File: src/source/axis2axi_settings.svh
// Build-time settings for the AXI read bridge
// Included by the packages and by every RTL module
`ifndef AXIS2AXI_SETTINGS_SVH
`define AXIS2AXI_SETTINGS_SVH

// Byte address width of the AXI read port
`define AXI_ADDR_W 16

// Log2 of the longest burst in beats
`define BURST_W 3

// Log2 of the stream buffer depth in words
`define BUF_DEPTH_W 4

// Consumer credit counter width
`define CREDIT_W 5

`endif

File: src/source/axi_rd_pkg.sv
// AXI4 read channel types and the fixed AR attributes of the bridge
// Imported by the engine and the top level
`include "axis2axi_settings.svh"

package axi_rd_pkg;

   typedef enum logic [1:0] {
      BURST_FIXED = 2'd0,
      BURST_INCR  = 2'd1,
      BURST_WRAP  = 2'd2
   } axi_burst_e;

   // Read address channel
   typedef struct packed {
      logic [`AXI_ADDR_W-1:0] addr;
      logic [7:0]             len;
      logic [2:0]             size;
      axi_burst_e             burst;
      logic [0:0]             id;
      logic [3:0]             cache;
      logic [2:0]             prot;
   } axi_ar_t;

   // Read data channel with the response left unchecked
   typedef struct packed {
      logic [31:0] data;
      logic        last;
      logic [1:0]  resp;
   } axi_r_t;

   // Only 4 byte beats
   localparam logic [2:0] AR_SIZE_4B    = 3'd2;
   localparam axi_burst_e AR_BURST_INCR = BURST_INCR;
   // Modifiable, non-bufferable
   localparam logic [3:0] AR_CACHE_DEF  = 4'b0010;
   localparam logic [2:0] AR_PROT_DEF   = 3'b010;

endpackage

File: src/source/axis2axi_pkg.sv
// Bridge-side types: config request, stream word and engine states
// Imported by the engine, the stream buffer and the top level
`include "axis2axi_settings.svh"

package axis2axi_pkg;

   // Start byte address and length in 32-bit words
   typedef struct packed {
      logic [`AXI_ADDR_W-1:0] addr;
      logic [`AXI_ADDR_W-1:0] len;
   } cfg_req_t;

   // Last marks the final word of a request
   typedef struct packed {
      logic [31:0] data;
      logic        last;
   } stream_word_t;

   // Read engine states
   typedef enum logic [1:0] {
      IDLE = 2'd0,
      PLAN = 2'd1,
      ADDR = 2'd2,
      DATA = 2'd3
   } eng_state_e;

endpackage

File: src/source/axis2axi_burst_calc.sv
// Picks the length of the next AXI read burst
// Bounded by the remaining words, the maximum burst and the 4 KB page
`timescale 1ns/1ns
`include "axis2axi_settings.svh"

module axis2axi_burst_calc (
   input  logic [`AXI_ADDR_W-1:0] remain_i,
   input  logic [`AXI_ADDR_W-1:0] addr_i,
   output logic [`BURST_W:0]      burst_len_o
);

   localparam int unsigned MAX_BURST = 2 ** `BURST_W;

   logic [`BURST_W:0] size_len;

   // Full burst unless the request tail is shorter
   always_comb begin
      if (remain_i >= MAX_BURST) begin
         size_len = MAX_BURST[`BURST_W:0];
      end else begin
         size_len = remain_i[`BURST_W:0];
      end
   end

   generate
      if (`AXI_ADDR_W >= 13) begin : g_page_clamp
         logic [12:0] page_words;

         // Words left before the next 4 KB page
         assign page_words = (13'h1000 - {1'b0, addr_i[11:0]}) >> 2;

         always_comb begin
            if (page_words < size_len) begin
               burst_len_o = page_words[`BURST_W:0];
            end else begin
               burst_len_o = size_len;
            end
         end
      end else begin : g_no_clamp
         // Address space smaller than one page
         assign burst_len_o = size_len;
      end
   endgenerate

endmodule

File: src/source/axis2axi_rd_engine.sv
// Burst-issuing engine of the read bridge
// Takes a config request, issues AR bursts one at a time and forwards R beats
`timescale 1ns/1ns
`include "axis2axi_settings.svh"

module axis2axi_rd_engine
   import axi_rd_pkg::*;
   import axis2axi_pkg::*;
(
   input  logic                      clk_i,
   input  logic                      rst_n_i,
   // Config request
   input  logic                      cfg_valid_i,
   input  cfg_req_t                  cfg_i,
   output logic                      cfg_ready_o,
   // Burst calculator
   input  logic [`BURST_W:0]         burst_len_i,
   output logic [`AXI_ADDR_W-1:0]    remain_o,
   output logic [`AXI_ADDR_W-1:0]    addr_o,
   // Stream buffer room
   input  logic [`BUF_DEPTH_W:0]     free_cnt_i,
   // AXI read address
   output axi_ar_t                   ar_o,
   output logic                      ar_valid_o,
   input  logic                      ar_ready_i,
   // AXI read data
   input  axi_r_t                    r_i,
   input  logic                      r_valid_i,
   output logic                      r_ready_o,
   // Stream buffer push
   output logic                      push_o,
   output stream_word_t              push_word_o
);

   eng_state_e state_q;
   eng_state_e state_d;

   logic [`AXI_ADDR_W-1:0] addr_q;
   logic [`AXI_ADDR_W-1:0] remain_q;
   logic [`BURST_W:0]      arlen_q;
   logic [`BURST_W+2:0]    burst_bytes;

   logic cfg_take;
   logic plan_done;
   logic burst_end;

   assign cfg_take  = cfg_valid_i && cfg_ready_o;
   // Whole burst must fit in the buffer before AR goes out
   assign plan_done = (state_q == PLAN) && (free_cnt_i >= burst_len_i);
   assign burst_end = (state_q == DATA) && r_valid_i && r_i.last;

   assign burst_bytes = {arlen_q + 1'b1, 2'b00};

   always_comb begin
      state_d = state_q;
      case (state_q)
         IDLE: begin
            if (cfg_valid_i && (cfg_i.len != '0)) begin
               state_d = PLAN;
            end
         end
         PLAN: begin
            if (plan_done) begin
               state_d = ADDR;
            end
         end
         ADDR: begin
            if (ar_ready_i) begin
               state_d = DATA;
            end
         end
         DATA: begin
            if (burst_end) begin
               state_d = (remain_q == '0) ? IDLE : PLAN;
            end
         end
         default: state_d = IDLE;
      endcase
   end

   always_ff @(posedge clk_i) begin
      if (!rst_n_i) begin
         state_q  <= IDLE;
         remain_q <= '0;
      end else begin
         state_q <= state_d;
         if (cfg_take) begin
            remain_q <= cfg_i.len;
         end else if (plan_done) begin
            remain_q <= remain_q - burst_len_i;
         end
      end
   end

   always_ff @(posedge clk_i) begin
      if (cfg_take) begin
         addr_q <= cfg_i.addr;
      end else if (burst_end) begin
         // Next burst starts right after this one
         addr_q <= addr_q + `AXI_ADDR_W'(burst_bytes);
      end
      if (plan_done) begin
         arlen_q <= burst_len_i - 1'b1;
      end
   end

   assign cfg_ready_o = (state_q == IDLE);
   assign remain_o    = remain_q;
   assign addr_o      = addr_q;

   always_comb begin
      ar_o       = '0;
      ar_o.addr  = addr_q;
      ar_o.len   = 8'(arlen_q);
      ar_o.size  = AR_SIZE_4B;
      ar_o.burst = AR_BURST_INCR;
      ar_o.cache = AR_CACHE_DEF;
      ar_o.prot  = AR_PROT_DEF;
   end
   assign ar_valid_o = (state_q == ADDR);

   // Room was reserved in PLAN, so R is never stalled
   assign r_ready_o = (state_q == DATA);
   assign push_o    = (state_q == DATA) && r_valid_i;

   assign push_word_o.data = r_i.data;
   // Remaining length already hits zero during the final burst
   assign push_word_o.last = r_i.last && (remain_q == '0);

endmodule

File: src/source/axis2axi_stream_buf.sv
// Word FIFO between the AXI side and the credit-based stream port
// Sends one word per credit returned by the consumer
`timescale 1ns/1ns
`include "axis2axi_settings.svh"

module axis2axi_stream_buf
   import axis2axi_pkg::*;
(
   input  logic                  clk_i,
   input  logic                  rst_n_i,
   input  logic                  push_i,
   input  stream_word_t          push_word_i,
   output logic [`BUF_DEPTH_W:0] free_cnt_o,
   input  logic                  credit_i,
   output logic                  out_valid_o,
   output stream_word_t          out_o
);

   localparam int unsigned DEPTH = 2 ** `BUF_DEPTH_W;
   localparam logic [`BUF_DEPTH_W:0] DEPTH_CNT = DEPTH[`BUF_DEPTH_W:0];

   stream_word_t mem_q [DEPTH];

   logic [`BUF_DEPTH_W-1:0] wr_ptr_q;
   logic [`BUF_DEPTH_W-1:0] rd_ptr_q;
   logic [`BUF_DEPTH_W:0]   count_q;
   logic [`CREDIT_W-1:0]    credit_q;
   logic                    pop;

   assign pop = (count_q != '0) && (credit_q != '0);

   always_ff @(posedge clk_i) begin
      if (push_i) begin
         mem_q[wr_ptr_q] <= push_word_i;
      end
   end

   always_ff @(posedge clk_i) begin
      if (!rst_n_i) begin
         wr_ptr_q <= '0;
         rd_ptr_q <= '0;
         count_q  <= '0;
      end else begin
         if (push_i) begin
            wr_ptr_q <= wr_ptr_q + 1'b1;
         end
         if (pop) begin
            rd_ptr_q <= rd_ptr_q + 1'b1;
         end
         case ({push_i, pop})
            2'b10:   count_q <= count_q + 1'b1;
            2'b01:   count_q <= count_q - 1'b1;
            default: count_q <= count_q;
         endcase
      end
   end

   // Credit in and word out together leave the count as is
   always_ff @(posedge clk_i) begin
      if (!rst_n_i) begin
         credit_q <= '0;
      end else begin
         case ({credit_i, pop})
            2'b10:   credit_q <= credit_q + 1'b1;
            2'b01:   credit_q <= credit_q - 1'b1;
            default: credit_q <= credit_q;
         endcase
      end
   end

   assign free_cnt_o  = DEPTH_CNT - count_q;
   assign out_valid_o = pop;
   assign out_o       = mem_q[rd_ptr_q];

endmodule

File: src/source/axis2axi_rd_top.sv
// AXI4 read bridge top level
// Splits a config request into read bursts and streams the words out
`timescale 1ns/1ns
`include "axis2axi_settings.svh"

module axis2axi_rd_top
   import axi_rd_pkg::*;
   import axis2axi_pkg::*;
(
   input  logic         clk_i,
   input  logic         rst_n_i,
   input  logic         cfg_valid_i,
   input  cfg_req_t     cfg_i,
   output logic         cfg_ready_o,
   output axi_ar_t      ar_o,
   output logic         ar_valid_o,
   input  logic         ar_ready_i,
   input  axi_r_t       r_i,
   input  logic         r_valid_i,
   output logic         r_ready_o,
   input  logic         credit_i,
   output logic         out_valid_o,
   output stream_word_t out_o
);

   logic [`BURST_W:0]      burst_len;
   logic [`AXI_ADDR_W-1:0] remain;
   logic [`AXI_ADDR_W-1:0] addr;
   logic [`BUF_DEPTH_W:0]  free_cnt;
   logic                   buf_push;
   stream_word_t           push_word;

   axis2axi_rd_engine engine_i (
      .clk_i       (clk_i),
      .rst_n_i     (rst_n_i),
      .cfg_valid_i (cfg_valid_i),
      .cfg_i       (cfg_i),
      .cfg_ready_o (cfg_ready_o),
      .burst_len_i (burst_len),
      .remain_o    (remain),
      .addr_o      (addr),
      .free_cnt_i  (free_cnt),
      .ar_o        (ar_o),
      .ar_valid_o  (ar_valid_o),
      .ar_ready_i  (ar_ready_i),
      .r_i         (r_i),
      .r_valid_i   (r_valid_i),
      .r_ready_o   (r_ready_o),
      .push_o      (buf_push),
      .push_word_o (push_word)
   );

   axis2axi_burst_calc burst_calc_i (
      .remain_i    (remain),
      .addr_i      (addr),
      .burst_len_o (burst_len)
   );

   axis2axi_stream_buf stream_buf_i (
      .clk_i       (clk_i),
      .rst_n_i     (rst_n_i),
      .push_i      (buf_push),
      .push_word_i (push_word),
      .free_cnt_o  (free_cnt),
      .credit_i    (credit_i),
      .out_valid_o (out_valid_o),
      .out_o       (out_o)
   );

endmodule

File: config.mk
export PLATFORM = sky130hd
export DESIGN_NAME = axis2axi_rd_top
export DESIGN_NICKNAME = d
export VERILOG_FILES = /design/src/source/axi_rd_pkg.sv /design/src/source/axis2axi_pkg.sv /design/src/source/axis2axi_burst_calc.sv /design/src/source/axis2axi_rd_engine.sv /design/src/source/axis2axi_stream_buf.sv /design/src/source/axis2axi_rd_top.sv
export VERILOG_INCLUDE_DIRS = /design/src /design/src/source
export SDC_FILE = /design/constraint.sdc
export NUM_CORES = 1
export LEC_CHECK = 0
export BUFFER_PORTS_ARGS = -buffer_cell sky130_fd_sc_hd__buf_2
export CORE_MARGIN = 3
export CORE_UTILIZATION = 40
export CTS_BUF_LIST = sky130_fd_sc_hd__clkbuf_8
export CTS_CLUSTER_SIZE = 16
export DETAILED_ROUTE_END_ITERATION = 16
export HOLD_SLACK_MARGIN = 0.1
export PLACE_DENSITY = 0.66
export SYNTH_ARGS = -nofsm -noshare
export SYNTH_HDL_FRONTEND = slang
export SYNTH_SLANG_ARGS = --single-unit
File: constraint.sdc
create_clock -name clk_i -period 6.4 [get_ports clk_i]
set_clock_uncertainty 0.2 [all_clocks]
set_input_delay 0 -clock clk_i [delete_from_list [all_inputs] [get_ports clk_i]]
set_output_delay 0 -clock clk_i [all_outputs]
set_load 0.05 [all_outputs]
==> run summary <==
The largest fanout on the critical path came out at 12. In this run the critical register-to-register path is captured at engine_i.remain_o[10]. The clock passes through at most 3 buffers. Cells fill 49.98% of the core in the end. For this run, design rule violations remaining after detail routing come to 0. The later pin in the worst-skew pair is clocked with a latency of 0.67 ns. The synthesis-to-layout area growth was 22.19%. The tools report the static power due to leakage as 9.682 nW.

Synthesis inferred 588 register bits. The number of antenna-violating nets in the routed design was 0; the pin count of the biggest net entering global routing was 73. The logs give 68 for the number of library cell types mapped by synthesis and 72.29% for the proportion of synthesized chip area in sequential cells. In this run the number of H-tree levels came out at 3. Counting every sink on the clock net gives 588. The share of flip-flops with an asynchronous set or reset after synthesis was 0%. The run gives 13910 as the number of global-route vias before repair. The first global-routing pass estimated 82.57 mm of wire.

The category of the worst setup path capture point was a flop. The tools report the number of hold violations in the final report as 0. The logs give 0 for the buffer count from post-CTS setup fixing and 0.05836 mm² for the core region area.

The run gives 0 ns as the accumulated negative setup slack. Dividing the detail-routed wire length by the instance count gives 22.04 µm. The layout cell share with drive strength beyond 1 was 27.41%; the first-pass detailed-route iteration total was 5.

Dividing the final minimum period by the clock period gives 93.73%. The count of input and output buffers is 127. Static timing analysis puts the maximum clock frequency at 166.7 MHz. For this block, the routed nets add up to 53.69 mm of wire. Number of enable-type register cells in the synthesized netlist: 548. The worst hold path class is in -> reg. The logs give 0.40 ns for the slack of the worst reg-to-reg path and 40.90% for the effective utilization at floorplan. Setup violations remaining at the end of the flow were counted as 0.

The tools report the net switching power as 2.582 mW. For the summed instance area of the synthesized netlist, the log shows 0.02387 mm². The via count normalized by instance count works out to 5.328. For hold timing, the worst endpoint is engine_i.state_q[1]. The fill cell total of the finished layout is 4688. The number of buffers added by the clock tree synthesis step is 95. The die covers 0.06264 mm². Measured along the y axis, the die boundary spans 250.3 µm. For the power share of the clock group, the log shows 32.2%. The share of total power dissipated in combinational logic is 18.5%. The tools report the number of maximum-capacitance violations as 0.

The flow ran to the end, and the final reports show no timing, DRC or antenna violations. TritonCTS built the clock tree. Sequential cells burn 49.3% of the power. Clock tree synthesis selected as its root buffer the cell sky130_fd_sc_hd__clkbuf_8. The worst path arrival time is 6.42 ns, and the transition time at the pin with the least slew margin is 0.9929 ns. The worst setup path is of the reg -> reg kind. The finished cells cover 0.02917 mm².

The placed instances occupy a cell area of 0.02547 mm². In this run the worst setup path begins at engine_i.remain_o[8]. The worst hold path was traced through 4 stages. The half-perimeter wire length after placement came out at 27.74 mm. The commonest register cell after synthesis was sky130_fd_sc_hd__edfxtp_1.

The die extent in x was 250.3 µm; the worst slew margin relative to its limit was 33.81%. Power density over the cells: 313.3 mW/mm². Synthesis produced a netlist whose cell count is 1210. Setup repair after global routing left no endpoint under its margin.

IR analysis of the VDD net gives a maximum drop of 299.2 µV. The final layout contains 1703 nets. Final weighted congestion in routability-driven placement: 0.8041.

The type of element launching the critical path was a flop. The internal power contribution was 6.556 mW. The first routing iteration left 894 violations. The worst register-to-register path has a depth of 18.

The startpoint identified for the worst hold timing path is rst_n_i. The run gives 0 as the overall overflow remaining after global route. Clock-pin slew was measured on the worst setup and hold paths at 0.06 ns. The number of core rows was 88. Number of antenna violations at the first check in global routing: 0. After layout, the minimum clock period comes to 5.999 ns.

The number of pins exceeding their max-slew limit in the final report was 0. Post-synthesis area per instance: 19.73 µm². Aggregate global-route resource usage: 17.26%. The design draws 9.139 mW. The logs give 147 for the number of placed I/O pins and 6.82 ns for the endpoint required time on the critical path.

The share of total power consumed by net switching is 28.26%, and the total number of vias is 12980. The tools report the start of the worst register-to-register path as engine_i.remain_o[8]. Yosys printed 0 warnings.

0 antenna diodes ended up in the layout.
synthesized netlist by cell type (3+ instances only):
cell type,n,share of area (%)
sky130_fd_sc_hd__a21boi_0,4,0.13
sky130_fd_sc_hd__a21o_1,6,0.19
sky130_fd_sc_hd__a21oi_1,28,0.59
sky130_fd_sc_hd__a31oi_1,10,0.26
sky130_fd_sc_hd__and2_1,17,0.45
sky130_fd_sc_hd__and3_1,4,0.10
sky130_fd_sc_hd__buf_1,11,0.17
sky130_fd_sc_hd__buf_4,17,0.53
sky130_fd_sc_hd__clkbuf_1,41,0.64
sky130_fd_sc_hd__dfxtp_1,40,3.4
sky130_fd_sc_hd__edfxtp_1,548,69
sky130_fd_sc_hd__fa_1,3,0.25
sky130_fd_sc_hd__ha_1,32,1.7
sky130_fd_sc_hd__inv_1,28,0.44
sky130_fd_sc_hd__mux4_2,165,16
sky130_fd_sc_hd__nand2_1,37,0.58
sky130_fd_sc_hd__nand2b_1,8,0.21
sky130_fd_sc_hd__nand3_1,7,0.15
sky130_fd_sc_hd__nand4_1,5,0.13
sky130_fd_sc_hd__nor2_1,35,0.55
sky130_fd_sc_hd__nor2b_1,5,0.13
sky130_fd_sc_hd__nor3_1,9,0.19
sky130_fd_sc_hd__nor4_1,6,0.16
sky130_fd_sc_hd__o211a_1,3,0.13
sky130_fd_sc_hd__o21ai_0,31,0.65
sky130_fd_sc_hd__o31ai_1,8,0.25
sky130_fd_sc_hd__or3_1,10,0.26
sky130_fd_sc_hd__or4_1,9,0.28
sky130_fd_sc_hd__xnor2_1,19,0.70
sky130_fd_sc_hd__xor2_1,16,0.59
worst max path at each step:
| stage | to | slack [ns] |
|---|---|---|
| 6_report | engine_i.remain_o[10] | 0.40 |
| 5_1_grt | engine_i.remain_o[10] | 0.06 |
| 4_1_cts | engine_i.remain_o[9] | 0.15 |
| 3_5_place_dp | engine_i.remain_o[10] | 0.71 |
| 3_3_place_gp | engine_i.remain_o[7] | 0.90 |
| 2_1_floorplan | engine_i.remain_o[10] | 1.34 |
state kept, by name (all words and copies together) (netlist names), named ones only:
signal and flops:
engine_i.state_q 2, stream_buf_i.mem_q 528, engine_i.arlen_q 4, stream_buf_i.count_q 5
stream_buf_i.wr_ptr_q 4, engine_i.remain_o 16, stream_buf_i.rd_ptr_q 4, engine_i.addr_o 16
stream_buf_i.credit_q 5
routing by layer:
metal / vias to the layer above / global-route usage, % / wire length [µm]
met2: 442 / 30.54 / 28210
met5: - / 0 / 0
met3: 108 / 3.686 / 3029
li1: 5716 / - / -
met1: 6713 / 21.31 / 21140
met4: 0 / 5.159 / 1318
logic make-up after synthesis:
kind of cell / Yosys count / synth area share, %
buffers and inverters: 102 / 1.939
xor gates and xnor gates: 35 / 1.284
other: 2 / 0.03146
muxes: 169 / 15.75
and+or+nand+nor: 164 / 3.664
AOI/OAI and AO/OA: 112 / 2.977
DFF: 588 / 72.29
adders and majority gates: 38 / 2.065
placed cells by master, fill, tap and decap left out, drive strengths merged, types with 9 or more instances in the layout:
master and instances:
or4 10, edfxtp 548, conb 17, dlygate4sd3 195
o21ai 32, dfxtp 40, or3 10, nor3 9
a21oi 29, clkinv 38, xor2 16, buf 150
nand2 37, mux4 165, clkbuf 96, xnor2 19
nor2 35, inv 65, a31oi 10, and2 17
ha 32
power groups by stage:
stage | logic [mW] | registers, mW | clock network (mW)
6_report | 1.69 | 4.51 | 2.94
5_1_grt | 1.84 | 4.52 | 3.19
2_1_floorplan | 0.906 | 4.71 | 0
4_1_cts | 1.65 | 4.49 | 3.03
3_5_place_dp | 1.37 | 4.57 | 0
3_3_place_gp | 1.34 | 4.56 | 0
timing repair:
| action | in CTS | in global routing |
|---|---|---|
| setup endpoints to repair | 0 | 11 |
| hold buffers | 195 | 0 |
| gates resized for setup | 0 | 4 |
| hold endpoints to repair | 600 | 0 |
area by class of cell:
cell class | count | area (µm²) | share of cell area (%)
clock buffers | 96 | 1321 | 4.530
flip-flops and latches | 588 | 17270 | 59.20
clock inverters | 77 | 400.4 | 1.373
inverters | 30 | 112.6 | 0.3861
repair buffers | 345 | 2773 | 9.506
well taps | 765 | 957.2 | 3.282
multi-input cells | 535 | 6336 | 21.72
worst max-delay path, cell delays in order, from the launching register on:
cell                            delay (ns)
sky130_fd_sc_hd__dfxtp_1              0.38
sky130_fd_sc_hd__or4_1                0.66
sky130_fd_sc_hd__and4b_1              0.42
sky130_fd_sc_hd__nand2_1              0.09
sky130_fd_sc_hd__ha_1                 0.29
sky130_fd_sc_hd__a221o_1              0.34
sky130_fd_sc_hd__a2111o_1             0.46
sky130_fd_sc_hd__and2_1               0.20
sky130_fd_sc_hd__nor2_1               0.10
sky130_fd_sc_hd__a21oi_1              0.09
sky130_fd_sc_hd__inv_1                0.13
sky130_fd_sc_hd__ha_1                 0.22
sky130_fd_sc_hd__inv_1                0.07
sky130_fd_sc_hd__ha_1                 0.21
sky130_fd_sc_hd__o31a_1               0.32
sky130_fd_sc_hd__maj3_2               0.42
sky130_fd_sc_hd__or4_1                0.50
sky130_fd_sc_hd__a211oi_1             0.25
sky130_fd_sc_hd__dlygate4sd3_1        0.59
metrics by stage:
step                      instances  worst slack, ns  hold WS, ns
final                          2436           0.4011       0.2640
after global routing           2436          0.05752       0.2797
after CTS                      2436           0.1470       0.1806
after detailed placement       2068           0.7070      0.08540
after global placement         2068           0.9019      0.07324
after floorplan                1225            1.336      -0.1011
Note: power is estimated with default switching activity, not from simulation.
